===== src/common/draw_pkg.sv =====
// Screen, grid and glyph memory constants, state and opcode enums, block origin tables
package draw_pkg;

    // ==============================
    // Screen and grid geometry
    // ==============================
    localparam int SCREEN_W = 640;
    localparam int SCREEN_H = 480;
    localparam int PANEL_X  = 160;
    localparam int GRID_N   = 9;
    localparam int BLK_SIZE = 52;

    // Field widths
    localparam int COORD_W = 10;
    localparam int BLK_W   = 4;
    localparam int ROW_W   = 6;
    localparam int COL_W   = 6;
    localparam int BANK_W  = 1;
    localparam int INK_W   = 12;

    // Block corners on the mirrored screen, some neighbours are 2 px apart
    localparam logic [COORD_W-1:0] BLK_ORIGIN_X [GRID_N] = '{
        10'd160, 10'd214, 10'd268, 10'd320, 10'd374, 10'd428, 10'd480, 10'd534, 10'd588
    };
    localparam logic [COORD_W-1:0] BLK_ORIGIN_Y [GRID_N] = '{
        10'd0, 10'd54, 10'd108, 10'd160, 10'd214, 10'd268, 10'd320, 10'd374, 10'd428
    };

    // ==============================
    // Glyph timing and banks
    // ==============================
    localparam int IDLE_TICKS = 64;
    localparam int IDLE_W     = $clog2(IDLE_TICKS + 1);
    localparam int NUM_BANKS  = 2;
    localparam int CREDIT_W   = $clog2(NUM_BANKS + 1);

    typedef enum logic [1:0] {
        DRAW_WAIT,
        DRAW_ACTIVE,
        DRAW_FIN
    } draw_state_t;

    typedef enum logic [1:0] {
        OP_SET_PIXEL,
        OP_READ_ROW,
        OP_CLEAR_ROW
    } mem_op_t;

endpackage


===== src/hw/ram_arbiter.sv =====
// Two-way round-robin arbiter of capture and analyzer onto the glyph memory port
`timescale 1ns/1ps

module ram_arbiter (
    input  logic                         clk,
    input  logic                         rst,
    input  logic                         cap_req,
    input  draw_pkg::mem_op_t            cap_op,
    input  logic [draw_pkg::BANK_W-1:0]  cap_bank,
    input  logic [draw_pkg::ROW_W-1:0]   cap_row,
    input  logic [draw_pkg::COL_W-1:0]   cap_col,
    output logic                         cap_gnt,
    input  logic                         ana_req,
    input  draw_pkg::mem_op_t            ana_op,
    input  logic [draw_pkg::BANK_W-1:0]  ana_bank,
    input  logic [draw_pkg::ROW_W-1:0]   ana_row,
    output logic                         ana_gnt,
    output logic                         mem_en,
    output draw_pkg::mem_op_t            mem_op,
    output logic [draw_pkg::BANK_W-1:0]  mem_bank,
    output logic [draw_pkg::ROW_W-1:0]   mem_row,
    output logic [draw_pkg::COL_W-1:0]   mem_col
);
    // Set when capture won the last contested or uncontested grant
    logic last_cap;

    // Capture loses only a tie right after its own win
    assign cap_gnt = cap_req && (!ana_req || !last_cap);
    assign ana_gnt = ana_req && !cap_gnt;

    always_ff @(posedge clk) begin
        if (rst) begin
            last_cap <= 1'b0;
        end else if (cap_gnt) begin
            last_cap <= 1'b1;
        end else if (ana_gnt) begin
            last_cap <= 1'b0;
        end
    end

    // ==============================
    // Winner mux
    // ==============================
    assign mem_en   = cap_gnt || ana_gnt;
    assign mem_op   = cap_gnt ? cap_op : ana_op;
    assign mem_bank = cap_gnt ? cap_bank : ana_bank;
    assign mem_row  = cap_gnt ? cap_row : ana_row;
    // Analyzer works on whole rows
    assign mem_col  = cap_gnt ? cap_col : '0;

endmodule


===== config.mk =====
export PLATFORM = sky130hd
export DESIGN_NAME = ram_arbiter
export DESIGN_NICKNAME = d
export VERILOG_FILES = /design/src/common/draw_pkg.sv /design/src/hw/ram_arbiter.sv
export SDC_FILE = /design/constraint.sdc
export NUM_CORES = 1
export LEC_CHECK = 0
export ABC_AREA = 1
export BUFFER_PORTS_ARGS = -buffer_cell sky130_fd_sc_hd__clkbuf_2
export CAP_MARGIN = 20
export CORE_AREA = 2 2 39 41
export CTS_BUF_LIST = sky130_fd_sc_hd__clkbuf_4 sky130_fd_sc_hd__clkbuf_8
export DETAILED_ROUTE_END_ITERATION = 8
export DIE_AREA = 0 0 41 43
export HOLD_SLACK_MARGIN = 0.06
export PLACE_DENSITY = 0.72
export SETUP_SLACK_MARGIN = 0.3
export SLEW_MARGIN = 20
export SYNTH_ARGS = -nofsm -noshare
export SYNTH_HDL_FRONTEND = slang
export SYNTH_SLANG_ARGS = --single-unit

===== constraint.sdc =====
create_clock -name clk -period 0.8 [get_ports clk]
set_input_delay 0.08 -clock clk [delete_from_list [all_inputs] [get_ports clk]]
set_output_delay 0.08 -clock clk [all_outputs]
set_load 0.02 [all_outputs]

==> impl_metrics.toml <==
[power_and_ir_drop]
finalPower_uw = 730
peakVddDrop_mv = 0.518
powerDensity_nw_per_um2 = 778
p_leak_uw = 0.000516

[timing]
fin_ws_ns = -0.153
hold_viol = 0
drv_slew = 0
grt_setup_unrepaired = "yes"
fin_worst_skew_ns = 0
worstMarginPinSlew_ns = 0.144
setup_violations = 17
slew-limit-headroom_pct = 90.4
period_needed_ns = 0.953
fmax_mhz = 1050
holdWs_ns = 0.310
fin_crit_sh_pct = 119

[worst_hold_path]
hp-start = "rst"
holdPathEnd = "last_cap"
worstHoldPathCells = 4
hold_class = "input pin to flip-flop"

[placement]
dpl-instance-area_um2 = 667
place_hpwl_um = 971
gp_congestion = 0.614
portBuffers = 45

[logic_synthesis]
synth.net_count = 81
synth.distinct_cells = 10
syn_area_um2 = 283
netlist_instances = 53
synth-seq-cells = 1
syn_avg_cell_area_um2 = 5.34
synth_warnings = 0
yosysSeqAreaShare_pct = 7.08

[worst_setup_path]
required_ns = 0.72
cpPeakStageDelay_ns = 0.33
r2r-start = "last_cap"
path_max_fanout = 4
cp_num_buf_inv = 3
slowest_stage = "dfxtp_2"
worst_setup_path_start_kind = "flip-flop"
critPathCaptureType = "primary output"
path_cells = "nand2_4, nand2_4, buf_4, inv_4, nor2_4, clkbuf_8"
path_common_cell = "nand2_4"
critical_path_class = "flip-flop to primary output"
worst-r2r-cell-count = 4
worstPathArrival_ns = 0.87
reg2reg_to = "last_cap"
cp_top_family = "flip-flops"
rrSetupSlack_ns = 0.05

[floorplanning]
core_um2 = 1380
die_w_um = 41
rows = 14
die_h_um = 43
io_pins = 46
die-area_um2 = 1760
initial_core_util_pct = 20.4

[final_layout]
regMostFlops = "last_cap"
fin_nets = 135
layout_common_cells = "25 x clkbuf_2, 15 x buf_8, 12 x nand2_4, 8 x inv_1, 8 x nand2_2"
fin_area_um2 = 938
final_util_pct = 67.8
drive_gt1_share_pct = 84.8
largest_register_ffs = 1
largest_registers = "last_cap x1"
n_antenna_cell = 0
synthToLayoutAreaGrowth_pct = 232
layout_commonest_cell = "clkbuf_2"

[global_route]
grt_overflow_total = 0
grt_first_pass_wirelength_um = 1880
grt_antenna_before_repair = 0
grt_pass1_vias = 511
track_usage_pct = 14.8
grt_max_degree = 9

[clock_tree]
cts.clk_slew.worst_paths_ns = 0
ctsHoldBuffers = 0
clk-insertion-delay-late_ns = 0

[drt]
num_vias = 515
wl_per_cell_um = 10.6
post-route-drc-count = 0
drt-pass1-iter-count = 1
drt-initial-drc-count = 0
via_per_inst = 4.26
postRouteAntennaNets = 0
wl_um = 1280

[status]
violations = "negative setup slack"
status = "complete, but fails checks"

[flow_run]
cap_violations = 0
-- metal layers --
layer  GRT usage (%)  wire [um]  vias to the layer above
li1                -          -                      262
met1            13.0        375                      223
met2            33.1        781                       30
met3           0.524        120                        0
met4               0          0                        0
met5               0          0                        -
-- synthesized netlist by cell type --
cell | n | share of area, %
buf_12 | 1 | 7.1
buf_4 | 2 | 5.3
dfxtp_1 | 1 | 7.1
inv_1 | 9 | 12
nand2_1 | 11 | 15
nand2_2 | 9 | 20
nand2_4 | 1 | 4.0
nand3_1 | 9 | 16
nor2_1 | 9 | 12
or2_2 | 1 | 2.2
-- worst max path at each step --
stage / from / to / slack [ns] / cells after the start
floorplan: last_cap / ana_gnt / -0.04 / 4
global placement: last_cap / mem_row[2] / -0.17 / 6
detailed placement: last_cap / mem_row[3] / -0.20 / 5
CTS: last_cap / mem_op[1] / -0.17 / 6
global route: last_cap / mem_row[2] / -0.19 / 6
finish: last_cap / ana_gnt / -0.15 / 6
-- tightest hold or removal path, delay by kind of cell --
kind	cells	cell delay (ns)
buffers and inverters	2	0.10
AND/OR/NAND/NOR	2	0.08
-- metrics by stage --
step           cells  worst slack [ns]  setup TNS, ns
2_1_floorplan     53           -0.0448         -0.352
3_3_place_gp     121            -0.170          -2.46
3_5_place_dp     121            -0.203          -2.81
4_1_cts          121            -0.174          -2.29
5_1_grt          121            -0.192          -2.60
6_report         121            -0.153          -1.99
-- final cells by class --
cell class / count / area (um^2)
timing repair buffer: 55 / 512
sequential: 1 / 21.3
inverter: 9 / 36.3
fill: 106 / 445
multi-input combinational: 40 / 349
tap: 16 / 20.0
-- cells by family after synthesis --
| group | Yosys count | synth area share [%] |
|---|---|---|
| buffers and inverters | 12 | 24.3 |
| flip-flops | 1 | 7.08 |
| AND/OR/NAND/NOR | 40 | 68.6 |
-- power by group --
part / internal, uW / total [uW] / switching (uW)
Sequential: 55.9 / 59.8 / 3.90
Clock: 0 / 0 / 0
Combinational: 355 / 670 / 315
Total: 411 / 730 / 319
-- what timing repair did --
action                                  4_1_cts  5_1_grt
pin swaps                                     2        9
gates resized for setup                      44       30
endpoints found under the setup margin       19       19
buffers inserted                              0        0
No activity file was read; power rests on OpenSTA's default activity.
