[config.mk]
export PLATFORM = sky130hd
export DESIGN_NAME = glyph_analyzer
export DESIGN_NICKNAME = d
export VERILOG_FILES = /design/src/common/draw_pkg.sv /design/src/hw/glyph_analyzer.sv
export SDC_FILE = /design/constraint.sdc
export NUM_CORES = 1
export LEC_CHECK = 0
export ABC_CLOCK_PERIOD_IN_PS = 45800
export BUFFER_PORTS_ARGS = -buffer_cell sky130_fd_sc_hd__buf_2
export CELL_PAD_IN_SITES_DETAIL_PLACEMENT = 0
export CELL_PAD_IN_SITES_GLOBAL_PLACEMENT = 1
export CORE_ASPECT_RATIO = 0.9
export CORE_MARGIN = 5
export CORE_UTILIZATION = 50
export DETAILED_ROUTE_END_ITERATION = 12
export PLACE_DENSITY = 0.9
export SETUP_SLACK_MARGIN = 0.05
export SYNTH_ARGS = -nofsm -noshare
export SYNTH_HDL_FRONTEND = slang
export SYNTH_SLANG_ARGS = --single-unit
[constraint.sdc]
create_clock -name clk -period 45.8 [get_ports clk]
set_input_delay 0 -clock clk [delete_from_list [all_inputs] [get_ports clk]]
set_output_delay 0 -clock clk [all_outputs]
set_load 0.005 [all_outputs]
[src/common/draw_pkg.sv]
// Screen, grid and glyph memory constants, state and opcode enums, block origin tables
package draw_pkg;

    // ==============================
    // Screen and grid geometry
    // ==============================
    localparam int SCREEN_W = 640;
    localparam int SCREEN_H = 480;
    localparam int PANEL_X  = 160;
    localparam int GRID_N   = 9;
    localparam int BLK_SIZE = 52;

    // Field widths
    localparam int COORD_W = 10;
    localparam int BLK_W   = 4;
    localparam int ROW_W   = 6;
    localparam int COL_W   = 6;
    localparam int BANK_W  = 1;
    localparam int INK_W   = 12;

    // Block corners on the mirrored screen, some neighbours are 2 px apart
    localparam logic [COORD_W-1:0] BLK_ORIGIN_X [GRID_N] = '{
        10'd160, 10'd214, 10'd268, 10'd320, 10'd374, 10'd428, 10'd480, 10'd534, 10'd588
    };
    localparam logic [COORD_W-1:0] BLK_ORIGIN_Y [GRID_N] = '{
        10'd0, 10'd54, 10'd108, 10'd160, 10'd214, 10'd268, 10'd320, 10'd374, 10'd428
    };

    // ==============================
    // Glyph timing and banks
    // ==============================
    localparam int IDLE_TICKS = 64;
    localparam int IDLE_W     = $clog2(IDLE_TICKS + 1);
    localparam int NUM_BANKS  = 2;
    localparam int CREDIT_W   = $clog2(NUM_BANKS + 1);

    typedef enum logic [1:0] {
        DRAW_WAIT,
        DRAW_ACTIVE,
        DRAW_FIN
    } draw_state_t;

    typedef enum logic [1:0] {
        OP_SET_PIXEL,
        OP_READ_ROW,
        OP_CLEAR_ROW
    } mem_op_t;

endpackage

[src/hw/glyph_analyzer.sv]
// Glyph queue, row scan with ink count and bounding box, bank clear and credit return
`timescale 1ns/1ps

module glyph_analyzer (
    input  logic                          clk,
    input  logic                          rst,
    input  logic                          glyph_valid,
    input  logic [draw_pkg::BANK_W-1:0]   glyph_bank,
    input  logic [draw_pkg::BLK_W-1:0]    glyph_blk_x,
    input  logic [draw_pkg::BLK_W-1:0]    glyph_blk_y,
    output logic                          req,
    output draw_pkg::mem_op_t             op,
    output logic [draw_pkg::BANK_W-1:0]   bank,
    output logic [draw_pkg::ROW_W-1:0]    row,
    input  logic                          gnt,
    input  logic [draw_pkg::BLK_SIZE-1:0] rd_row,
    output logic                          credit_return,
    output logic                          result_valid,
    output logic [draw_pkg::BLK_W-1:0]    result_blk_x,
    output logic [draw_pkg::BLK_W-1:0]    result_blk_y,
    output logic [draw_pkg::INK_W-1:0]    result_ink,
    output logic [draw_pkg::ROW_W-1:0]    result_row_min,
    output logic [draw_pkg::ROW_W-1:0]    result_row_max,
    output logic [draw_pkg::COL_W-1:0]    result_col_min,
    output logic [draw_pkg::COL_W-1:0]    result_col_max
);
    import draw_pkg::*;

    localparam int PTR_W = $clog2(NUM_BANKS);

    // Finished glyph queue, one slot per bank
    logic [BANK_W-1:0]   q_bank [NUM_BANKS];
    logic [BLK_W-1:0]    q_bx   [NUM_BANKS];
    logic [BLK_W-1:0]    q_by   [NUM_BANKS];
    logic [PTR_W-1:0]    wr_ptr;
    logic [PTR_W-1:0]    rd_ptr;
    logic [CREDIT_W-1:0] q_cnt;

    logic              active;
    logic              clr;
    logic              rd_wait;
    logic              done;
    logic [ROW_W-1:0]  row_idx;

    logic [COL_W-1:0]  row_pop;
    logic [COL_W-1:0]  row_lo;
    logic [COL_W-1:0]  row_hi;

    // ==============================
    // Queue
    // ==============================
    always_ff @(posedge clk) begin
        if (glyph_valid) begin
            q_bank[wr_ptr] <= glyph_bank;
            q_bx[wr_ptr]   <= glyph_blk_x;
            q_by[wr_ptr]   <= glyph_blk_y;
        end
    end

    always_ff @(posedge clk) begin
        if (rst) begin
            wr_ptr <= '0;
            rd_ptr <= '0;
            q_cnt  <= '0;
        end else begin
            if (glyph_valid) begin
                wr_ptr <= wr_ptr + 1'b1;
            end
            if (done) begin
                rd_ptr <= rd_ptr + 1'b1;
            end
            q_cnt <= q_cnt + CREDIT_W'(glyph_valid) - CREDIT_W'(done);
        end
    end

    // ==============================
    // Row scan, read then clear
    // ==============================
    always_ff @(posedge clk) begin
        if (rst) begin
            active  <= 1'b0;
            clr     <= 1'b0;
            rd_wait <= 1'b0;
            done    <= 1'b0;
            row_idx <= '0;
        end else begin
            done    <= 1'b0;
            rd_wait <= gnt && !clr;
            if (!active && !done && (q_cnt != '0)) begin
                active  <= 1'b1;
                clr     <= 1'b0;
                row_idx <= '0;
            end else if (active && gnt) begin
                clr <= !clr;
                if (clr && (row_idx == ROW_W'(BLK_SIZE - 1))) begin
                    active <= 1'b0;
                    done   <= 1'b1;
                end else if (clr) begin
                    row_idx <= row_idx + 1'b1;
                end
            end
        end
    end

    // Population and column extent of the returned row
    always_comb begin
        row_pop = '0;
        row_lo  = '1;
        row_hi  = '0;
        for (int i = 0; i < BLK_SIZE; i++) begin
            if (rd_row[i]) begin
                row_pop = row_pop + 1'b1;
                row_hi  = COL_W'(i);
                if (row_lo == '1) begin
                    row_lo = COL_W'(i);
                end
            end
        end
    end

    // Accumulators start fresh with each glyph
    always_ff @(posedge clk) begin
        if (!active && !done && (q_cnt != '0)) begin
            result_ink     <= '0;
            result_row_min <= '1;
            result_row_max <= '0;
            result_col_min <= '1;
            result_col_max <= '0;
        end else if (rd_wait && (row_pop != '0)) begin
            result_ink <= result_ink + INK_W'(row_pop);
            if (row_idx < result_row_min) begin
                result_row_min <= row_idx;
            end
            if (row_idx > result_row_max) begin
                result_row_max <= row_idx;
            end
            if (row_lo < result_col_min) begin
                result_col_min <= row_lo;
            end
            if (row_hi > result_col_max) begin
                result_col_max <= row_hi;
            end
        end
    end

    assign req  = active;
    assign op   = clr ? OP_CLEAR_ROW : OP_READ_ROW;
    assign bank = q_bank[rd_ptr];
    assign row  = row_idx;

    // Head entry stays in the queue until its result pulse
    assign result_valid  = done;
    assign credit_return = done;
    assign result_blk_x  = q_bx[rd_ptr];
    assign result_blk_y  = q_by[rd_ptr];

endmodule

==> flow_summary.ini <==
[outcome]
outcome = complete, no violations

[critical_path]
startpoint = rd_row[0]
end_kind = flip-flop
reg2reg_depth = 11
crit_family = adder cells
cpMaxStageDelayCell = or3_1
path_buf_inv = 10
timing.rr.end = result_col_max[0]
max_stage_delay_ns = 0.71
reg2reg_from = result_col_max[1]
path_depth = 168
crit_top_cell = ha_1
reg2reg_slack_ns = 43.60
critical_path.max_fanout = 29
required_ns = 46.05
critPathArrivalTime_ns = 33.49
worstSetupPathType = in -> reg
crit_end = result_row_min[4]
cp-start-kind = input port

[cells_and_area]
nNetsFinal = 1841
fin_util_pct = 55.57
drive_gt1_share_pct = 14.39
antennaDiodeCount = 0
syn_to_final_growth_pct = 8.924
final_common_cell = nand2_1
final_cell_mix = nand2_1 (183), nor2_1 (134), buf_2 (120)

[clocking]
cts_root_buf = clkbuf_16
htreeDepth = 3
cts_made_buffers = 9
cts_sinks = 69
cts_max_path_buffers = 2
clk_latency_ns = 0.33
cts_tree = done
clkTransAtPathRegs_ns = 0.06
cts_resized = 0

[worst_hold_path]
hold_class = in -> reg
worstHoldPathCells = 2

[floorplan]
rows = 54
die_area_um2 = 28070
core_area_um2 = 24320
start_util_pct = 51.01
die_h_um = 159.5
io_pins = 121
chipWidth_um = 176.1

[yosys]
synth_flop_cell = dfxtp_1
synth_edf_count = 18
synth.area.top_cells = ha_1 (8.5%), dfxtp_1 (8.2%), xnor2_1 (7.9%), nand2_1 (5.5%), xor2_1 (4.9%)
ys_ff_latch = 69
netlist_area_um2 = 12410
yosysTopAreaCell = ha_1
synth_warnings = 0
yosysUniqueCellTypes = 100
syn_nets = 1774
postSynthAreaPerCell_um2 = 7.640
synth_top_area_share_pct = 8.470
yosysSeqAreaShare_pct = 12.58
ys_async_sr_fraction_pct = 0
syn_inst = 1624

[global_routing]
grt_max_degree = 52
grtUsageTotal_pct = 20.99
grt-ovfl-total = 0
grt_first_pass_wirelength_mm = 51.29
grt_antenna_before_repair = 0
grt_pass1_vias = 10560

[timing]
finalSetupViolCount = 0
setup_tns_ns = 0
drv_slew = 0
finClkSkew_ns = 0.005661
rsz0062_at_grt = false
tightestPinTransition_ns = 0.9754
max_freq_mhz = 30.09
relSlewSlack_pct = 34.97
final_hold_viol_count = 0
final.min_clock_period_ns = 33.24
timing.final.crit_share_pct = 72.57

[flow_run]
drv_cap = 0

[drt]
totalWireLength_mm = 30.71
first_iter_violations = 717
routedWlPerCell_um = 15.32
vias = 11594
routed_via_density = 5.785
firstDrtPassIters = 5
ant_nets = 0
drc = 0

[place]
port_buffers = 120
place.gp.congestion = 0.8963
hpwlAfterDp_mm = 24.81
## repair_timing
action,in CTS,in global routing
endpoints found under the setup margin,0,0
hold buffers,11,0
buffers inserted,0,0
endpoints found under the hold margin,21,0
## layout make-up
class | count | area (µm²)
Fill cell | 2340 | 10810
Multi-Input combinational cell | 1390 | 10190
Sequential cell | 69 | 1562
Timing Repair Buffer | 134 | 733.2
Tap cell | 308 | 385.4
Inverter | 87 | 326.6
Clock buffer | 11 | 264.0
Clock inverter | 5 | 56.30
## routing by layer
| layer | global-route usage, % | up-vias | routed length (µm) |
|---|---|---|---|
| met1 | 31.40 | 5392 | 15420 |
| met2 | 33.88 | 251 | 13750 |
| met5 | 0 | - | 0 |
| met4 | 2.764 | 0 | 259 |
| li1 | - | 5932 | - |
| met3 | 1.662 | 19 | 1272 |
## how the worst min path moves through the flow
stage | slack (ns) | to | startpoint
2_1_floorplan | 0.07 | q_cnt[0] | rst
3_3_place_gp | 0.19 | q_bx[1][0] | glyph_blk_x[0]
3_5_place_dp | 0.19 | q_by[0][3] | glyph_blk_y[3]
4_1_cts | 0.02 | q_cnt[1] | rst
5_1_grt | 0.04 | rd_ptr | rst
6_report | 0.04 | wr_ptr | rst
## cells in the mapped netlist (9+ instances only)
master and instances:
o21bai_1 17, and3_1 16, xnor2_1 112, edfxtp_1 18, inv_1 84, a21oi_1 94, nor2_1 134, clkbuf_1 65
and2_1 13, or2_2 16, nand4_1 26, mux2i_1 37, ha_1 84, nor4_1 12, xor2_2 9, nor3b_1 12
dfxtp_1 51, o31ai_1 20, o21ai_0 80, nand3_1 55, o21a_1 23, a31oi_1 20, o211ai_1 13, nand2_1 183
nand2b_1 24, mux2_2 15, or3_1 13, xor2_1 70, nor2b_1 24, xnor3_1 11, a211oi_1 17, a21o_1 11
nor3_1 48, o22ai_1 13, nand3b_1 10, xnor2_2 24, xnor2_4 9
## through the flow
stage	instance area, µm²	hold slack, ns	cells	worst slack, ns
2_1_floorplan	12410	0.07161	1624	15.53
3_3_place_gp	13090	0.1950	1977	13.49
3_5_place_dp	13090	0.1935	1977	12.35
4_1_cts	13520	0.02385	2004	12.60
5_1_grt	13520	0.04179	2004	9.784
6_report	13520	0.03802	2004	12.56
## registers in the layout (all words and copies together), names as in the netlist, named ones only
name / flops
result_ink: 12
clr: 1
q_bx: 8
result_row_min: 6
result_row_max: 6
result_col_max: 6
rd_ptr: 1
q_bank: 2
rd_wait: 1
wr_ptr: 1
row: 6
req: 1
result_col_min: 6
credit_return: 1
q_by: 8
q_cnt: 2
## cell families (layout without fill, tap and decap cells)
group | after synthesis | in the layout | synth area share (%)
XOR/XNOR | 246 | 246 | 23.37
adder cells (fa/ha/maj) | 87 | 87 | 8.793
buffers and inverters | 165 | 237 | 5.304
AND/OR/NAND/NOR | 615 | 615 | 24.52
multiplexers | 52 | 52 | 4.346
flip-flops | 69 | 69 | 12.58
AO/OA/AOI/OAI | 390 | 390 | 21.08
Power is left out: the tool's default activity adds up to more than one toggle a clock period on the data nets, which glitch-free logic cannot reach.
