<file path="config.mk">
export PLATFORM = sky130hd
export DESIGN_NAME = cell_locator
export DESIGN_NICKNAME = d
export VERILOG_FILES = /design/src/common/draw_pkg.sv /design/src/mouse_draw/cell_locator.sv
export SDC_FILE = /design/constraint.sdc
export NUM_CORES = 1
export LEC_CHECK = 0
export BUFFER_PORTS_ARGS = -buffer_cell sky130_fd_sc_hd__buf_2
export CAP_MARGIN = 20
export CORE_MARGIN = 2
export CORE_UTILIZATION = 25
export DETAILED_ROUTE_END_ITERATION = 6
export PLACE_DENSITY = 0.4
export REMOVE_ABC_BUFFERS = 1
export SYNTH_ARGS = -nofsm -noshare
export SYNTH_HDL_FRONTEND = slang
export SYNTH_SLANG_ARGS = --single-unit
</file>
<file path="constraint.sdc">
create_clock -name vclk -period 7.6
set_clock_uncertainty 0.1 [all_clocks]
set_input_delay 0.76 -clock vclk [all_inputs]
set_output_delay 0.76 -clock vclk [all_outputs]
set_load 0.02 [all_outputs]
</file>
<file path="src/common/draw_pkg.sv">
// Screen, grid and glyph memory constants, state and opcode enums, block origin tables
package draw_pkg;

    // ==============================
    // Screen and grid geometry
    // ==============================
    localparam int SCREEN_W = 640;
    localparam int SCREEN_H = 480;
    localparam int PANEL_X  = 160;
    localparam int GRID_N   = 9;
    localparam int BLK_SIZE = 52;

    // Field widths
    localparam int COORD_W = 10;
    localparam int BLK_W   = 4;
    localparam int ROW_W   = 6;
    localparam int COL_W   = 6;
    localparam int BANK_W  = 1;
    localparam int INK_W   = 12;

    // Block corners on the mirrored screen, some neighbours are 2 px apart
    localparam logic [COORD_W-1:0] BLK_ORIGIN_X [GRID_N] = '{
        10'd160, 10'd214, 10'd268, 10'd320, 10'd374, 10'd428, 10'd480, 10'd534, 10'd588
    };
    localparam logic [COORD_W-1:0] BLK_ORIGIN_Y [GRID_N] = '{
        10'd0, 10'd54, 10'd108, 10'd160, 10'd214, 10'd268, 10'd320, 10'd374, 10'd428
    };

    // ==============================
    // Glyph timing and banks
    // ==============================
    localparam int IDLE_TICKS = 64;
    localparam int IDLE_W     = $clog2(IDLE_TICKS + 1);
    localparam int NUM_BANKS  = 2;
    localparam int CREDIT_W   = $clog2(NUM_BANKS + 1);

    typedef enum logic [1:0] {
        DRAW_WAIT,
        DRAW_ACTIVE,
        DRAW_FIN
    } draw_state_t;

    typedef enum logic [1:0] {
        OP_SET_PIXEL,
        OP_READ_ROW,
        OP_CLEAR_ROW
    } mem_op_t;

endpackage

</file>
<file path="src/mouse_draw/cell_locator.sv">
// Mouse coordinate mirroring, grid block lookup and in-block pixel offset
`timescale 1ns/1ps

module cell_locator (
    input  logic [draw_pkg::COORD_W-1:0] mouse_x,
    input  logic [draw_pkg::COORD_W-1:0] mouse_y,
    input  logic [draw_pkg::BLK_W-1:0]   cur_blk_x,
    input  logic [draw_pkg::BLK_W-1:0]   cur_blk_y,
    output logic                         in_panel,
    output logic [draw_pkg::BLK_W-1:0]   blk_x,
    output logic [draw_pkg::BLK_W-1:0]   blk_y,
    output logic [draw_pkg::ROW_W-1:0]   off_row,
    output logic [draw_pkg::COL_W-1:0]   off_col,
    output logic                         in_block
);
    import draw_pkg::*;

    logic [COORD_W-1:0] mx;
    logic [COORD_W-1:0] my;
    logic [COORD_W-1:0] org_x;
    logic [COORD_W-1:0] org_y;
    logic [COORD_W-1:0] dx;
    logic [COORD_W-1:0] dy;

    // Raw (0,0) sits at the bottom right corner
    assign mx = COORD_W'(SCREEN_W - 1) - mouse_x;
    assign my = COORD_W'(SCREEN_H - 1) - mouse_y;

    assign in_panel = (mouse_x < SCREEN_W) && (mouse_y < SCREEN_H) && (mx >= PANEL_X);

    // Last origin not beyond the pointer wins
    always_comb begin
        blk_x = '0;
        blk_y = '0;
        for (int i = 1; i < GRID_N; i++) begin
            if (mx >= BLK_ORIGIN_X[i]) begin
                blk_x = BLK_W'(i);
            end
            if (my >= BLK_ORIGIN_Y[i]) begin
                blk_y = BLK_W'(i);
            end
        end
    end

    // Origin of the block held by capture
    assign org_x = (cur_blk_x < GRID_N) ? BLK_ORIGIN_X[cur_blk_x] : BLK_ORIGIN_X[0];
    assign org_y = (cur_blk_y < GRID_N) ? BLK_ORIGIN_Y[cur_blk_y] : BLK_ORIGIN_Y[0];

    assign dx = mx - org_x;
    assign dy = my - org_y;

    assign off_col  = dx[COL_W-1:0];
    assign off_row  = dy[ROW_W-1:0];
    assign in_block = in_panel && (mx >= org_x) && (my >= org_y)
                      && (dx < BLK_SIZE) && (dy < BLK_SIZE);

endmodule

</file>
==> results of run 1 <==
## per-layer routing
metal | part of all wire [%] | up-vias | GRT usage, %
met3 | 4.8 | 2 | 0.395
met1 | 49 | 1014 | 17.3
li1 | - | 1165 | -
met5 | 0 | - | 0
met4 | 0.46 | 0 | 0.483
met2 | 46 | 58 | 22.1
## cell usage after synthesis (2+ instances only)
cell type	n	area share [%]
o31ai_1	3	1.1
o2111ai_1	4	1.7
o22ai_1	2	0.60
a221oi_1	2	0.84
or3_1	2	0.60
xnor2_1	4	1.7
nor4_1	2	0.60
mux2i_1	4	1.9
a21o_1	4	1.4
nand2b_1	5	1.5
nand2_1	17	3.1
fa_1	2	1.9
o21ai_0	9	2.2
a31oi_1	6	1.8
and3_1	2	0.60
xor2_1	6	2.5
nor2_1	28	5.1
ha_1	39	24
o21ai_1	8	1.9
nor3_1	4	0.97
a21oi_1	24	5.8
and2_1	2	0.60
o211ai_1	5	1.8
inv_2	5	0.90
clkbuf_1	8	1.4
nand3_1	8	1.9
inv_1	29	5.2
o21a_1	11	4.0
nor2b_1	3	0.90
a2111oi_0	3	1.3
a211o_1	5	2.1
nand3b_1	3	1.1
nand4_1	3	0.90
nor3b_1	2	0.72
## metrics by stage
step / instances / setup WS (ns)
after global placement: 439 / 2.86
after CTS: 439 / 2.89
final: 439 / 2.93
after detailed placement: 439 / 2.91
after floorplan: 284 / 3.30
after global routing: 439 / 2.67
## worst paths after layout
kind / end / slack [ns]
worst max-delay path: in_block / 2.93
worst min-delay path: off_row[0] / 1.68
## kinds of logic (layout without fill, tap and decap cells)
kind of cell             Yosys count  after routing  synth area share (%)
AO/OA/AOI/OAI                    102            102                  34.7
AND/OR/NAND/NOR                   93             93                  24.2
buffers and inverters             46             84                  9.47
adder cells (fa/ha/maj)           41             41                  25.5
XOR/XNOR                          10             10                  4.22
multiplexers                       4              4                  1.93
## where the power goes
group | internal, mW | switching [mW] | total (mW)
clock network | 0 | 0 | 0
logic | 0.0846 | 0.134 | 0.219
registers | 0 | 0 | 0
total | 0.0846 | 0.134 | 0.219
## cell type report
class	count	area (sq um)	share of cell area [%]
multi-input combinational	250	1880	78.7
inverter	34	128	5.35
timing repair buffer	50	250	10.5
tap	105	131	5.50
==> flow_summary.yaml, run 1 <==
status:
  status: "finished clean"
clocking:
  cts_post_setup_buffers_inserted: 0
  postCtsHoldBufs: 0
  cts_resized: 0
sta:
  slew_viol_final: 0
  slew_headroom_pct: 60.3
  period_share_pct: 61.5
  timing.hold.ws_ns: 1.68
  grt_setup_unrepaired: "no"
  fmax_ghz: 0.214
  period_minus_slack_ns: 4.67
  fin_tns_setup_ns: 0
  timing_hold_violations_final: 0
  finalSetupViolations: 0
  tightest_slew_ns: 0.591
setup_path:
  path_buf_inv: 5
  slowest_stage: "or4b_1"
  worstSetupStartpoint: "cur_blk_y[0]"
  cp.required_ns: 6.74
  endpoint_kind: "output port"
  path_max_fanout: 4
  crit_arrival_ns: 3.81
  crit_family: "simple AND/OR/NAND/NOR gates"
  path_depth: 15
  path_class: "in -> out"
  path_cells: "buf_2 > inv_1 > ha_1 > a211o_1 > inv_2 > ha_1 > inv_1 > fa_1 > and3_1 > o21ai_1 > or3_1 > o2111ai_1 > or4b_1 > nor4_2 > buf_2"
  cpPeakStageDelay_ns: 0.50
  start_kind: "primary input"
layout:
  layout_common_cells: "buf_2, ha_1, inv_1"
  n_fill_cell: 900
  clock_buffers: 0
  synthToLayoutAreaGrowth_pct: 15.1
  seq_cell_count: 0
  regArea_sq_um: 0
  diodes: 0
  final_area_sq_um: 2390
  final_core_util_pct: 29.3
  drive_above_1_share_pct: 19.5
  final_nets: 405
  final_common_cell: "buf_2"
grt:
  antenna_found_initial: 0
  grt_use_total_pct: 12.3
  overflow: 0
  grt_max_degree: 17
  grt_pass1_vias: 1988
  grt_pass1_wl_mm: 9.33
drt:
  drc: 0
  vias_per_cell: 5.10
  avgRoutedWirePerCell_microns: 12.9
  antenna_left: 0
  num_vias: 2239
  first_pass_iters: 4
  drt_iter0_drc: 92
  wl_mm: 5.68
place:
  placed_cell_area_sq_um: 2390
  io_buffer_count: 50
  dp.final_hpwl_mm: 4.75
  gp_congestion: 0.803
flow_run:
  max-cap-violations: 0
floorplan:
  coreArea_sq_um: 8130
  start_util_pct: 25.5
  ioPinCount: 50
  die-height_microns: 95.1
  die_area_sq_um: 9040
  die_w_microns: 95.1
  rows: 33
synth:
  postSynthCellCount: 296
  synthDistinctLibCells: 66
  synth-seq-area-share_pct: 0
  synth_area_sq_um: 2070
  synth_warnings: 0
  syn_avg_cell_area_sq_um: 7.01
worst_hold_path:
  hold_start: "mouse_y[0]"
  hold_path_class: "in -> out"
  min_path_cells: 3
power:
  power_density_nw_per_um2: 91.6
  power_uw: 219
  total_leakage_power_nw: 1.11
  ir_worst_vdd_mv: 0.0676
No activity file was read; power rests on OpenSTA's default activity.
==> run 2: changes to the inputs <==
--- a/config.mk
+++ b/config.mk
@@ -10,7 +10,7 @@
 export CORE_MARGIN = 2
 export CORE_UTILIZATION = 25
 export DETAILED_ROUTE_END_ITERATION = 6
-export PLACE_DENSITY = 0.4
+export PLACE_DENSITY = 0.42
 export REMOVE_ABC_BUFFERS = 1
 export SYNTH_ARGS = -nofsm -noshare
 export SYNTH_HDL_FRONTEND = slang
==> constraint.sdc (replaced) <==
create_clock -name vclk -period 4.2
set_clock_uncertainty 0.1 [all_clocks]
set_input_delay 0.42 -clock vclk [all_inputs]
set_output_delay 0.42 -clock vclk [all_outputs]
set_load 0.02 [all_outputs]
==> run 2 against run 1 <==
Die area is the same. Hold slack lost 0.68 ns. Cell count grew 0.68%. Utilization grew 0.28 points. Setup slack lost 2.6 ns. Cell area grew 0.94%. Largest power group unchanged. Highest routed layer unchanged.
==> flow_summary.yaml, run 2 (synthesis gave the netlist of run 1 again) <==
setup_path:
  start_kind: "primary input"
  path_cells: "buf_2 > inv_1 > ha_1 > a211o_1 > inv_2 > ha_1 > inv_1 > fa_1 > and3_1 > o21ai_1 > or3_1 > o2111ai_1 > or4b_1 > nor4_2 > buf_2"
  cpPeakStageDelay_ns: 0.49
  path_class: "in -> out"
  slowest_stage: "or4b_1"
  cp.required_ns: 3.68
  crit_arrival_ns: 3.35
  path_max_fanout: 4
  endpoint_kind: "output port"
floorplan:
  start_util_pct: 25.5
  coreArea_sq_um: 8130
  die_area_sq_um: 9040
  die_w_microns: 95.1
  die-height_microns: 95.1
  ioPinCount: 50
  rows: 33
layout:
  seq_cell_count: 0
  final_common_cell: "buf_2"
  finalNonFillerCells: 442
  synthToLayoutAreaGrowth_pct: 16.2
  drive_above_1_share_pct: 20.2
  clock_buffers: 0
  layout_common_cells: "buf_2, ha_1, inv_1"
  final_area_sq_um: 2410
  final_nets: 408
  n_fill_cell: 913
  regArea_sq_um: 0
  diodes: 0
sta:
  tightest_slew_ns: 0.580
  period_share_pct: 92.1
  finalSetupViolations: 0
  period_minus_slack_ns: 3.87
  fmax_ghz: 0.259
  fin_tns_setup_ns: 0
  slew_headroom_pct: 61.0
  grt_setup_unrepaired: "no"
  slew_viol_final: 0
  timing.hold.ws_ns: 1.00
  timing_hold_violations_final: 0
worst_hold_path:
  hold_path_class: "in -> out"
clocking:
  postCtsHoldBufs: 0
  cts_resized: 0
  cts_post_setup_buffers_inserted: 0
drt:
  antenna_left: 0
  num_vias: 2203
  wl_mm: 5.68
  drt_iter0_drc: 54
  avgRoutedWirePerCell_microns: 12.8
  first_pass_iters: 4
  drc: 0
  vias_per_cell: 4.98
place:
  placed_cell_area_sq_um: 2410
  dp.cells: 442
  io_buffer_count: 50
  dp.final_hpwl_mm: 4.77
  gp_congestion: 0.758
grt:
  grt_pass1_wl_mm: 9.98
  grt_use_total_pct: 13.0
  antenna_found_initial: 0
  grt_pass1_vias: 2125
  overflow: 0
  grt_max_degree: 14
power:
  total_leakage_power_nw: 1.13
  power_density_nw_per_um2: 166
  ir_worst_vdd_mv: 0.107
flow_run:
  max-cap-violations: 0
status:
  status: "finished clean"
-- run 2: report_power, final --
group          switching [mW]  internal, mW  total, mW
combinational           0.244         0.156      0.400
sequential                  0             0          0
clock                       0             0          0
-- run 2: final timing paths --
check | cells past startpoint | from | endpoint | slack [ns]
worst min-delay path | 3 | mouse_x[0] | off_col[0] | 1.0
worst max-delay path | 15 | cur_blk_y[0] | in_block | 0.33
-- run 2: metal layers --
layer	GRT usage [%]	vias to the layer above	wire (microns)
met5	0	-	0
li1	-	1164	-
met3	0.632	2	220
met4	0.483	0	10
met1	18.3	993	2780
met2	23.0	44	2670
-- run 2: area by class of cell --
type | instances | area (sq um) | share of cell area (%)
Inverter | 34 | 128 | 5.30
Multi-Input combinational cell | 250 | 1880 | 77.9
Timing Repair Buffer | 53 | 273 | 11.3
Tap cell | 105 | 131 | 5.45
-- run 2: critical path, delay by kind of cell --
kind | cells | cell delay (ns)
AO/OA/AOI/OAI | 3 | 0.63
adder cells (fa/ha/maj) | 3 | 0.84
AND/OR/NAND/NOR | 4 | 0.98
buffers and inverters | 5 | 0.47
-- run 2: metrics by stage --
| stage | worst slack [ns] | utilization, % | total power, mW |
|---|---|---|---|
| final | 0.333 | 29.6 | 0.400 |
| after global routing | 0.000574 | 29.6 | 0.452 |
| after CTS | 0.309 | 29.6 | 0.403 |
| after detailed placement | 0.317 | 29.6 | 0.401 |
| after global placement | 0.320 | 29.6 | 0.403 |
| after floorplan | 0.582 | - | 0.279 |
==> run 3: changes to the inputs <==
--- a/config.mk
+++ b/config.mk
@@ -5,12 +5,12 @@
 export SDC_FILE = /design/constraint.sdc
 export NUM_CORES = 1
 export LEC_CHECK = 0
-export BUFFER_PORTS_ARGS = -buffer_cell sky130_fd_sc_hd__buf_2
 export CAP_MARGIN = 20
 export CORE_MARGIN = 2
-export CORE_UTILIZATION = 25
+export CORE_UTILIZATION = 50
 export DETAILED_ROUTE_END_ITERATION = 6
-export PLACE_DENSITY = 0.42
+export DONT_BUFFER_PORTS = 1
+export PLACE_DENSITY = 0.65
 export REMOVE_ABC_BUFFERS = 1
 export SYNTH_ARGS = -nofsm -noshare
 export SYNTH_HDL_FRONTEND = slang
==> run 3 against run 2 <==
Setup slack better by 0.075 ns. Global-route usage up 7.2 points. Critical endpoint unchanged. Die area down 48%. Combinational power down 17%. Routed wire length down 14%. Clock-buffer cell count unchanged. Critical path type unchanged. Utilization up 22 points. Power down 17%. Hold slack worse by 0.18 ns. Non-clock buffer count down 51. Cell area down 14%.
==> flow_summary.yaml, run 3 (synthesis gave the netlist of run 1 again) <==
setup_path:
  endpoint_kind: "output port"
  start_kind: "primary input"
  crit_arrival_ns: 3.27
  cp.required_ns: 3.68
  path_class: "in -> out"
  path_max_fanout: 4
flow_run:
  max-cap-violations: 0
floorplan:
  coreArea_sq_um: 4000
  die_w_microns: 68.4
  rows: 23
  die_area_sq_um: 4680
  ioPinCount: 50
  start_util_pct: 51.9
  die-height_microns: 68.4
place:
  dp.final_hpwl_mm: 4.03
  dp.cells: 336
  gp_congestion: 0.799
  io_buffer_count: 0
layout:
  finalNonFillerCells: 336
  synthToLayoutAreaGrowth_pct: 0.422
  regArea_sq_um: 0
  seq_cell_count: 0
  n_fill_cell: 418
  final_common_cell: "ha_1"
  final_nets: 357
  clock_buffers: 0
  layout_common_cells: "ha_1, inv_1, nor2_1"
  diodes: 0
  drive_above_1_share_pct: 5.94
power:
  ir_worst_vdd_mv: 0.120
  power_density_nw_per_um2: 160
  total_leakage_power_nw: 0.923
grt:
  grt_use_total_pct: 20.2
  grt_pass1_vias: 1805
  antenna_found_initial: 0
  grt_pass1_wl_mm: 7.63
  overflow: 0
  grt_max_degree: 17
sta:
  tightest_slew_ns: 0.613
  timing_hold_violations_final: 0
  fin_tns_setup_ns: 0
  slew_headroom_pct: 58.8
  fmax_ghz: 0.264
  slew_viol_final: 0
  period_share_pct: 90.3
  finalSetupViolations: 0
  grt_setup_unrepaired: "no"
  period_minus_slack_ns: 3.79
drt:
  first_pass_iters: 4
  num_vias: 2054
  antenna_left: 0
  drc: 0
  wl_mm: 4.87
  avgRoutedWirePerCell_microns: 14.5
  drt_iter0_drc: 91
  vias_per_cell: 6.11
clocking:
  cts_resized: 0
  cts_post_setup_buffers_inserted: 0
  postCtsHoldBufs: 0
status:
  status: "finished clean"
worst_hold_path:
  hold_path_class: "in -> out"
[run 3: layout make-up]
| type | instances | area [sq um] | area share, % |
|---|---|---|---|
| inverters | 34 | 128 | 6.13 |
| repair buffers | 2 | 15.0 | 0.721 |
| multi-input cells | 250 | 1880 | 90.2 |
| well taps | 50 | 62.6 | 3.00 |
[run 3: per-stage QoR]
step	hold slack, ns	setup slack, ns	utilization (%)	area, sq um	power (mW)
2_1_floorplan	0.817	0.582	-	2010	0.279
3_3_place_gp	0.819	0.415	52.1	2080	0.329
3_5_place_dp	0.819	0.404	52.1	2080	0.331
4_1_cts	0.819	0.393	52.1	2080	0.333
5_1_grt	0.822	0.124	52.1	2080	0.370
6_report	0.819	0.407	52.1	2080	0.333
[run 3: layer usage]
layer | GRT usage (%) | wire length (microns) | up-vias
li1 | - | - | 1068
met1 | 25.9 | 2240 | 929
met2 | 37.6 | 2380 | 51
met3 | 1.15 | 200 | 6
met4 | 2.25 | 47 | 0
met5 | 0 | 0 | -
[run 3: path summary, 6_finish.rpt]
path	start	end	cells past startpoint
hold / removal	mouse_x[0]	off_col[0]	1
setup / recovery	cur_blk_y[0]	in_block	14
[run 3: power breakdown]
part | leakage [nW] | internal (mW) | switching [mW]
clock network | 0 | 0 | 0
registers | 0 | 0 | 0
logic | 0.923 | 0.125 | 0.208
[run 3: critical path, cell delays in order]
cell	delay [ns]
inv_1	0.03
ha_1	0.30
a211o_1	0.32
inv_2	0.06
ha_1	0.15
inv_1	0.05
fa_1	0.38
and3_1	0.19
o21ai_1	0.21
or3_1	0.15
o2111ai_1	0.10
or4b_1	0.51
nor4_2	0.19
buf_4	0.19
