$ cat src/common/draw_pkg.sv
// Screen, grid and glyph memory constants, state and opcode enums, block origin tables
package draw_pkg;

    // ==============================
    // Screen and grid geometry
    // ==============================
    localparam int SCREEN_W = 640;
    localparam int SCREEN_H = 480;
    localparam int PANEL_X  = 160;
    localparam int GRID_N   = 9;
    localparam int BLK_SIZE = 52;

    // Field widths
    localparam int COORD_W = 10;
    localparam int BLK_W   = 4;
    localparam int ROW_W   = 6;
    localparam int COL_W   = 6;
    localparam int BANK_W  = 1;
    localparam int INK_W   = 12;

    // Block corners on the mirrored screen, some neighbours are 2 px apart
    localparam logic [COORD_W-1:0] BLK_ORIGIN_X [GRID_N] = '{
        10'd160, 10'd214, 10'd268, 10'd320, 10'd374, 10'd428, 10'd480, 10'd534, 10'd588
    };
    localparam logic [COORD_W-1:0] BLK_ORIGIN_Y [GRID_N] = '{
        10'd0, 10'd54, 10'd108, 10'd160, 10'd214, 10'd268, 10'd320, 10'd374, 10'd428
    };

    // ==============================
    // Glyph timing and banks
    // ==============================
    localparam int IDLE_TICKS = 64;
    localparam int IDLE_W     = $clog2(IDLE_TICKS + 1);
    localparam int NUM_BANKS  = 2;
    localparam int CREDIT_W   = $clog2(NUM_BANKS + 1);

    typedef enum logic [1:0] {
        DRAW_WAIT,
        DRAW_ACTIVE,
        DRAW_FIN
    } draw_state_t;

    typedef enum logic [1:0] {
        OP_SET_PIXEL,
        OP_READ_ROW,
        OP_CLEAR_ROW
    } mem_op_t;

endpackage

$ cat src/mouse_draw/stroke_capture.sv
// Stroke FSM with idle timeout, bank credits and pixel write requests
`timescale 1ns/1ps

module stroke_capture (
    input  logic                         clk,
    input  logic                         rst,
    input  logic                         mouse_left,
    input  logic                         in_panel,
    input  logic [draw_pkg::BLK_W-1:0]   blk_x,
    input  logic [draw_pkg::BLK_W-1:0]   blk_y,
    input  logic [draw_pkg::ROW_W-1:0]   off_row,
    input  logic [draw_pkg::COL_W-1:0]   off_col,
    input  logic                         in_block,
    output logic [draw_pkg::BLK_W-1:0]   cur_blk_x,
    output logic [draw_pkg::BLK_W-1:0]   cur_blk_y,
    output logic                         req,
    output draw_pkg::mem_op_t            op,
    output logic [draw_pkg::BANK_W-1:0]  bank,
    output logic [draw_pkg::ROW_W-1:0]   row,
    output logic [draw_pkg::COL_W-1:0]   col,
    input  logic                         gnt,
    output logic                         glyph_valid,
    output logic [draw_pkg::BANK_W-1:0]  glyph_bank,
    output logic [draw_pkg::BLK_W-1:0]   glyph_blk_x,
    output logic [draw_pkg::BLK_W-1:0]   glyph_blk_y,
    input  logic                         credit_return
);
    import draw_pkg::*;

    draw_state_t         state;
    logic [IDLE_W-1:0]   idle_cnt;
    logic [CREDIT_W-1:0] credits;
    logic                req_free;

    // A new sample may load once the previous one is granted
    assign req_free = !req || gnt;

    // ==============================
    // Stroke FSM
    // ==============================
    always_ff @(posedge clk) begin
        if (rst) begin
            state     <= DRAW_WAIT;
            idle_cnt  <= '0;
            credits   <= CREDIT_W'(NUM_BANKS);
            bank      <= '0;
            cur_blk_x <= '0;
            cur_blk_y <= '0;
        end else begin
            credits <= credits + CREDIT_W'(credit_return) - CREDIT_W'(glyph_valid);
            case (state)
                DRAW_WAIT: begin
                    if (mouse_left && in_panel && (credits != '0)) begin
                        cur_blk_x <= blk_x;
                        cur_blk_y <= blk_y;
                        idle_cnt  <= '0;
                        state     <= DRAW_ACTIVE;
                    end
                end
                DRAW_ACTIVE: begin
                    if (idle_cnt == IDLE_W'(IDLE_TICKS)) begin
                        state <= DRAW_FIN;
                    end else if (mouse_left) begin
                        idle_cnt <= '0;
                    end else begin
                        idle_cnt <= idle_cnt + 1'b1;
                    end
                end
                DRAW_FIN: begin
                    // Wait for the last pixel write to drain
                    if (glyph_valid) begin
                        bank  <= ~bank;
                        state <= DRAW_WAIT;
                    end
                end
                default: state <= DRAW_WAIT;
            endcase
        end
    end

    // ==============================
    // Pixel sample and request
    // ==============================
    always_ff @(posedge clk) begin
        if (rst) begin
            req <= 1'b0;
        end else if (req_free) begin
            req <= (state == DRAW_ACTIVE) && mouse_left && in_block;
        end
    end

    // Samples seen while a request waits are dropped
    always_ff @(posedge clk) begin
        if (req_free) begin
            row <= off_row;
            col <= off_col;
        end
    end

    assign op = OP_SET_PIXEL;

    assign glyph_valid = (state == DRAW_FIN) && !req;
    assign glyph_bank  = bank;
    assign glyph_blk_x = cur_blk_x;
    assign glyph_blk_y = cur_blk_y;

endmodule

$ cat config.mk
export PLATFORM = sky130hd
export DESIGN_NAME = stroke_capture
export DESIGN_NICKNAME = d
export VERILOG_FILES = /design/src/common/draw_pkg.sv /design/src/mouse_draw/stroke_capture.sv
export SDC_FILE = /design/constraint.sdc
export NUM_CORES = 1
export LEC_CHECK = 0
export BUFFER_PORTS_ARGS = -buffer_cell sky130_fd_sc_hd__buf_2
export CAP_MARGIN = 5
export CORE_MARGIN = 1.5
export CORE_UTILIZATION = 30
export DETAILED_ROUTE_END_ITERATION = 12
export MAX_ROUTING_LAYER = met4
export PLACE_DENSITY = 0.66
export SYNTH_ARGS = -nofsm -noshare
export SYNTH_HDL_FRONTEND = slang
export SYNTH_SLANG_ARGS = --single-unit
$ cat constraint.sdc
create_clock -name clk -period 1.85 [get_ports clk]
set_clock_uncertainty 0.2 [all_clocks]
set_input_delay 0.37 -clock clk [delete_from_list [all_inputs] [get_ports clk]]
set_output_delay 0.37 -clock clk [all_outputs]
set_load 0.02 [all_outputs]
==> results of run 1 <==
==> registers in the layout (all words and copies together) (netlist names) <==
name,cells
idle_cnt,7
col,6
row,6
cur_blk_x,4
cur_blk_y,4
credits,2
state,2
bank,1
req,1
==> routing by layer <==
| metal | global-route usage (%) | part of all wire (%) | vias up |
|---|---|---|---|
| met3 | 3.52 | 7.8 | 4 |
| li1 | - | - | 553 |
| met5 | - | 0 | - |
| met4 | 7.55 | 2.6 | 0 |
| met2 | 18.2 | 44 | 48 |
| met1 | 13.1 | 45 | 470 |
==> layout make-up <==
| cell class | count | area (sq um) |
|---|---|---|
| timing repair buffer | 71 | 388 |
| fill | 438 | 2560 |
| clock buffer | 6 | 82.6 |
| inverter | 5 | 18.8 |
| tap | 52 | 65.1 |
| clock inverter | 2 | 8.76 |
| sequential | 33 | 785 |
| multi-input combinational | 74 | 539 |
==> power by group through the flow <==
stage / clock network [W] / logic (W) / registers [W]
finish: 0.000539 / 0.000204 / 0.000800
global route: 0.000599 / 0.000224 / 0.000803
CTS: 0.000567 / 0.000202 / 0.000800
detailed placement: 0 / 0.000202 / 0.000815
global placement: 0 / 0.000199 / 0.000815
floorplan: 0 / 0.000102 / 0.000849
==> cells in the mapped netlist, types with 2 or more instances <==
library cell and instances:
dfxtp_1 21, nor2_1 15, buf_4 12, edfxtp_1 12
mux2i_1 8, inv_1 5, a21oi_1 4, ha_1 4
nand2_1 4, and3_2 3, nand3_1 3, o21ai_0 3
xnor2_1 3, and2_1 2, nor3_1 2, o21ba_2 2
==> critical path, stage by stage, from the launching register on <==
cell and delay, ns:
dfxtp_1 0.31, or4_4 0.55, a211o_1 0.27, and2_4 0.17
a221o_1 0.28
==> metrics by stage <==
step,power [W],std cells,utilization (%),setup TNS (ns),setup slack (ns)
global placement,0.00101,234,40.0,-0.166,-0.0336
global route,0.00163,243,42.5,-0.431,-0.0880
finish,0.00154,243,42.5,-0.0944,-0.0395
floorplan,0.000950,126,-,-0.00233,-0.00233
detailed placement,0.00102,234,40.0,-0.169,-0.0404
CTS,0.00157,242,42.1,-0.0373,-0.0305
==> kinds of logic (layout without fill, tap and decap cells) <==
| kind of cell | after synthesis | count (layout) | synth area share, % |
|---|---|---|---|
| flops | 33 | 33 | 55.0 |
| mux | 8 | 8 | 5.64 |
| compound gates | 17 | 17 | 8.99 |
| other cells | 1 | 2 | 0.264 |
| fa+ha+maj | 4 | 4 | 3.52 |
| xor+xnor | 4 | 4 | 2.47 |
| buf+inv | 19 | 84 | 8.72 |
| simple gates | 39 | 39 | 15.4 |
==> timing repair <==
action / CTS / global route
hold endpoints to repair: 0 / 0
buffers inserted: 0 / 1
resized for setup: 0 / 3
pin swaps: 0 / 1
setup endpoints to repair: 3 / 14
==> worst max path at each step <==
stage | slack (ns) | end
global placement | -0.03 | cur_blk_x[0]$_SDFFE_PP0P_
CTS | -0.03 | idle_cnt[6]$_SDFFE_PP0P_
detailed placement | -0.04 | cur_blk_y[0]$_SDFFE_PP0P_
global route | -0.09 | idle_cnt[4]$_SDFFE_PP0P_
floorplan | -0.002 | credits[1]$_SDFF_PP1_
finish | -0.04 | idle_cnt[6]$_SDFFE_PP0P_
==> implementation parameters, run 1 <==
Parameter                              Value

Routing
  Count of antenna-violating nets left after detailed routing    0
  Routed wire per std cell    11.6 um
  First-iteration detailed-routing DRC count    37
  Final wirelength    2820 um
  Drt first pass iters    8
  Number of DRC violations after detailed routing    5
  Total number of vias    1075
  Avg Vias per Cell    4.42

Floorplan
  Core box area    0.00444 sq mm
  Die ar.    0.00516 sq mm
  Height of the die    71.8 um
  Number of top-level pins    61
  Std cell rows    24
  Chip Width    71.8 um
  Starting Density    32.0%

GRT
  Largest net degree at the start of global routing    18
  Overall overflow remaining after global route    0
  Via count of the first global-routing pass    987
  Wire length of the first global-routing pass    4420 um
  Number of antenna violations at the first check in global routing    0
  Overall Global Routing Usage    11.7%

Synth
  Share of the yosys chip area belonging to registers    55.0%
  EDFF count, synth    12
  Synth unique cells    38
  Number of warnings reported in the yosys synthesis log    0
  Cell taking the most area after synthesis    dfxtp_1
  Main flop type after synthesis    dfxtp_1
  Gate count after technology mapping    125
  Area of the mapped netlist    0.00142 sq mm
  Fraction of post-synthesis cell area in the top cell type by area    29.6%
  Number of synthesized register bits    33
  FFs w/ async S/R, synth    0%
  Mapped Avg Cell Area    11.4 sq um
  Top area cells in the synthesized netlist    dfxtp_1 30%, edfxtp_1 25%, buf_4 6.3%

Layout
  Area growth, synth to finish    32.9%
  Inserted Diodes    0
  Most used cells in the layout excluding fill and tap cells    58 x buf_2, 20 x dfxtp_1, 15 x nor2_1
  Fraction of final layout cells with drive strength greater than 1    49.7%
  Post-route cell area    0.00189 sq mm
  Most frequent standard cell in the layout excluding fill and tap cells    buf_2
  Number of nets in the finished design    221

Power
  Power share of the clock group    34.9%
  Switching part of the total power    24.4%
  Power density of the placed cells    818 mW/mm^2
  Worst vdd rail ir drop    0.353 mV
  Int Power    0.00117 W
  Fraction of power consumed by combinational cells    13.2%
  Net switching power figure    0.000376 W
  Lkg Pwr    0.885 nW
  Flop pwr share    51.9%

Clock network
  Root buffer cell    clkbuf_8
  Count of clock tree sinks    33
  CTS clock-pin slew for the worst setup and hold paths    0.06 ns
  Clock Latency Late Sink    0.28 ns
  Hold_buf cts    0
  CTS max path bufs    2
  CTS tree    built
  Num CTS Buffers    5
  Number of H-tree branching levels    2

Critical path
  CP Launch Type    flip-flop
  Register-to-register path setup slack    -0.04 ns
  Crit. End Element    flip-flop
  Worst setup path category    reg2reg
  Beginning of the worst register-to-register path    idle_cnt[2]$_SDFFE_PP0P_
  Max Fanout on Critical Path    3
  Worst endpoint data arrival time    1.85 ns
  Cell count of the worst reg-to-reg path    4
  Critical path required time    1.82 ns
  Timing startpoint of the critical path    idle_cnt[2]$_SDFFE_PP0P_
  Capture instance of the worst register-to-register path    idle_cnt[6]$_SDFFE_PP0P_

Outcome
  Status    complete, but fails checks
  Violations in the final reports    design-rule violations, negative setup slack

Worst hold path
  Worst Hold Path Cells    1
  Worst hold path endpoint    col[5]$_DFFE_PP_
  Type of the tightest min-delay check    in2reg
  Hold path startpoint    off_col[5]

STA
  Final hold viol count    0
  Number of endpoints failing setup at the final stage    5
  Number of pins exceeding their max-slew limit in the final report    0
  Max Freq    529 MHz
  Worst hold slack across all endpoints    0.0644 ns
  Final period util    102%
  Final worst path period need    1.89 ns
  Setup slack after layout    -0.0395 ns
  RSZ-0062 raised after global routing    true

Place
  Post-DP HPWL    2170 um
  Area of placed instances    0.00178 sq mm
  Gpl congestion    0.782
  Quantity of I/O buffers inserted on ports    58

Flow run
  Max-cap viol count    0
(Power assumes the default switching activity.)
==> inputs of run 2 (changes only) <==
--- a/config.mk
+++ b/config.mk
@@ -7,11 +7,13 @@
 export LEC_CHECK = 0
 export BUFFER_PORTS_ARGS = -buffer_cell sky130_fd_sc_hd__buf_2
 export CAP_MARGIN = 5
+export CELL_PAD_IN_SITES_DETAIL_PLACEMENT = 0
+export CELL_PAD_IN_SITES_GLOBAL_PLACEMENT = 1
 export CORE_MARGIN = 1.5
 export CORE_UTILIZATION = 30
 export DETAILED_ROUTE_END_ITERATION = 12
 export MAX_ROUTING_LAYER = met4
-export PLACE_DENSITY = 0.66
+export PLACE_DENSITY = 0.8
 export SYNTH_ARGS = -nofsm -noshare
 export SYNTH_HDL_FRONTEND = slang
 export SYNTH_SLANG_ARGS = --single-unit
==> run 2 against run 1 <==
Against the previous run:
- the flow still finishes with violations (design-rule violations, negative setup slack)
- routed wire length fell by 3.6%
- register-to-register slack better by 0.02 ns
- non-clock buffer count is 2 lower
- first-iteration DRC count stayed put
- global-route usage decreased by 0.44 points
- via count increased by 1.7%
- clock power increased by 3%
- combinational power down 3%
- critical endpoint unchanged
==> implementation parameters, run 2 (synthesized netlist as in run 1, its figures left out) <==
Parameter                              Value

Power
  Flop pwr share    51.5% (-0.4 points)
  Power density of the placed cells    829 mW/mm^2 (+1.3%)
  Int Power    0.00117 W (+0.30%)
  Power share of the clock group    35.8% (+0.9 points)
  Worst vdd rail ir drop    0.542 mV (+54%)
  Switching part of the total power    24.6% (+0.27 points)
  Net switching power figure    0.000383 W (+1.7%)
  Fraction of power consumed by combinational cells    12.7% (-0.5 points)
  Lkg Pwr    0.875 nW (-1.1%)
  Design Power    0.00155 W (+0.65%)

Clock network
  CTS clock-pin slew for the worst setup and hold paths    0.07 ns (about the same)
  CTS tree    built
  Clock Latency Late Sink    0.29 ns (about the same)
  Root buffer cell    clkbuf_8
  Count of clock tree sinks    33 (unchanged)
  Num CTS Buffers    5 (unchanged)
  Number of setup buffers added after CTS    0 (unchanged)
  CTS max path bufs    2 (unchanged)
  Number of H-tree branching levels    2 (unchanged)
  Hold_buf cts    0 (unchanged)

Place
  Gpl congestion    0.777 (-0.73%)
  Quantity of I/O buffers inserted on ports    58 (unchanged)
  Pre-CTS setup slack    -0.0681 ns (-0.0277 ns)
  Area of placed instances    0.00177 sq mm (-0.42%)
  Post-DP HPWL    2150 um (-0.60%)

Routing
  Total number of vias    1093 (+1.7%)
  Number of DRC violations after detailed routing    2 (-3)
  Length of routed wiring on met1    1150 um (-9.6%)
  Count of antenna-violating nets left after detailed routing    0 (unchanged)
  First-iteration detailed-routing DRC count    37 (unchanged)
  Routed wire per std cell    11.3 um (-2.8%)
  Detailed-routed wire length on met2    1290 um (+2.8%)
  Total length of routed met3 wires    226 um (+2.7%)
  Top metal layer carrying routed signals    met4
  Avg Vias per Cell    4.54 (+2.5%)
  Final wirelength    2720 um (-3.6%)
  Drt first pass iters    10 (+2)

GRT
  Via count of the first global-routing pass    961 (-2.6%)
  Largest net degree at the start of global routing    14 (-4)
  Wire length of the first global-routing pass    4250 um (-3.9%)
  Overall Global Routing Usage    11.3% (-0.44 points)
  Overall overflow remaining after global route    0 (unchanged)
  Number of antenna violations at the first check in global routing    0 (unchanged)

Critical path
  Slowest stage cell on the critical path    or4_4
  Ordered list of cells on the worst path    or4_4 -> a211o_1 -> and2_4 -> a221o_1
  Worst endpoint data arrival time    1.83 ns (-0.02 ns)
  WP buf/inv    0 (unchanged)
  Critical path required time    1.82 ns (about the same)
  Crit. End Element    flip-flop
  Worst setup path category    reg2reg
  Max Fanout on Critical Path    3 (unchanged)
  Capture instance of the worst register-to-register path    idle_cnt[6]$_SDFFE_PP0P_
  Beginning of the worst register-to-register path    idle_cnt[2]$_SDFFE_PP0P_
  Top delay family on crit path    simple AND/OR/NAND/NOR gates
  Cell depth of the worst setup path    4 (unchanged)
  Cell count of the worst reg-to-reg path    4 (unchanged)
  Register-to-register path setup slack    -0.02 ns (+0.02 ns)
  CP Launch Type    flip-flop
  Maximum cell stage delay along the critical path    0.54 ns (about the same)

STA
  RSZ-0062 raised after global routing    true
  Number of pins exceeding their max-slew limit in the final report    0 (unchanged)
  Final period util    101% (-1.2 points)
  Setup slack after layout    -0.0181 ns (+0.0214 ns)
  Worst hold slack across all endpoints    0.0590 ns (-0.00539 ns)
  Aggregate negative setup slack    -0.0181 ns (+0.0763 ns)
  Max Freq    535 MHz (+1.1%)
  Final hold viol count    0 (unchanged)
  Number of endpoints failing setup at the final stage    1 (-4)
  Final worst path period need    1.87 ns (-0.0214 ns)

Layout
  Largest reg by FF count    idle_cnt
  Footprint of the flip-flops and latches    787 sq um (+0.32%)
  Area growth, synth to finish    32.0%
  Max FFs per register    7 (unchanged)
  Number of nets in the finished design    219 (-0.90%)
  Largest registers    idle_cnt (7), col (6), row (6)
  Multi-input combinational cell area    538 sq um (-0.23%)
  Most frequent standard cell in the layout excluding fill and tap cells    buf_2
  Fraction of final layout cells with drive strength greater than 1    49.7% (about the same)
  Most used cells in the layout excluding fill and tap cells    58 x buf_2, 18 x dfxtp_1, 15 x nor2_1
  Inserted Diodes    0 (unchanged)
  Post-route cell area    0.00187 sq mm (-0.66%)
  Layout filler cell count    461 (+5.3%)

Worst hold path
  Hold path startpoint    off_row[4]
  Worst hold path endpoint    row[4]$_DFFE_PP_
  Worst Hold Path Cells    1 (unchanged)
  Type of the tightest min-delay check    in2reg

Outcome
  Status    complete, but fails checks
  Violations in the final reports    design-rule violations, negative setup slack

Floorplan
  Chip Width    71.8 um (unchanged)
  Std cell rows    24 (unchanged)
  Starting Density    32.0% (unchanged)
  Core box area    0.00444 sq mm (unchanged)
  Number of top-level pins    61 (unchanged)
  Height of the die    71.8 um (unchanged)
  Die ar.    0.00516 sq mm (unchanged)

Flow run
  Max-cap viol count    0 (unchanged)
run 2: cell types whose count changed in the layout (fill, tap and decap cells not counted), sizes merged:
cell / change
buf: -2
clkbuf: +1
clkinv: -2
inv: +1
run 2: metrics by stage:
step                      util, %  instances
final                        42.2        241
after global placement       39.9        233
after CTS                    41.9        241
after floorplan                 -        126
after global routing         42.2        241
after detailed placement     39.9        233
run 2: how the worst max path moves through the flow:
stage | endpoint | slack (ns) | start
after CTS | idle_cnt[6]$_SDFFE_PP0P_ | -0.02 | idle_cnt[2]$_SDFFE_PP0P_
final | idle_cnt[6]$_SDFFE_PP0P_ | -0.02 | idle_cnt[2]$_SDFFE_PP0P_
after global routing | idle_cnt[6]$_SDFFE_PP0P_ | -0.07 | idle_cnt[2]$_SDFFE_PP0P_
after detailed placement | cur_blk_y[1]$_SDFFE_PP0P_ | -0.07 | mouse_left
after floorplan | credits[1]$_SDFF_PP1_ | -0.002 | req$_SDFFE_PP0P_
after global placement | cur_blk_x[1]$_SDFFE_PP0P_ | -0.06 | mouse_left
run 2: what timing repair did:
action / in CTS / in global routing
hold endpoints to repair: 0 / 0
setup endpoints to repair: 1 / 12
gates resized for setup: 0 / 4
run 2: layer usage:
metal | GRT usage (%) | vias up
li1 | - | 544
met4 | 5.03 | 0
met3 | 5.20 | 5
met5 | - | -
met1 | 13.0 | 499
met2 | 16.9 | 45
run 2: cell type report:
type / count / share of cell area, %
repair buffers: 69 / 19.9
clock inverters: 1 / 0.334
flip-flops and latches: 33 / 42.0
clock buffers: 7 / 4.61
well taps: 52 / 3.47
multi-input cells: 74 / 28.7
inverters: 5 / 1.00
run 2: worst reg2reg max path, cell delays in order (launching register included):
cell     delay (ns)
dfxtp_2        0.32
or4_4          0.54
a211o_1        0.26
and2_4         0.16
a221o_1        0.27
run 2: power by group through the flow:
stage | registers, W | clock network, W | logic, W
6_report | 0.000800 | 0.000556 | 0.000197
4_1_cts | 0.000801 | 0.000574 | 0.000198
5_1_grt | 0.000805 | 0.000610 | 0.000215
3_3_place_gp | 0.000816 | 0 | 0.000197
3_5_place_dp | 0.000816 | 0 | 0.000198
2_1_floorplan | 0.000849 | 0 | 0.000102
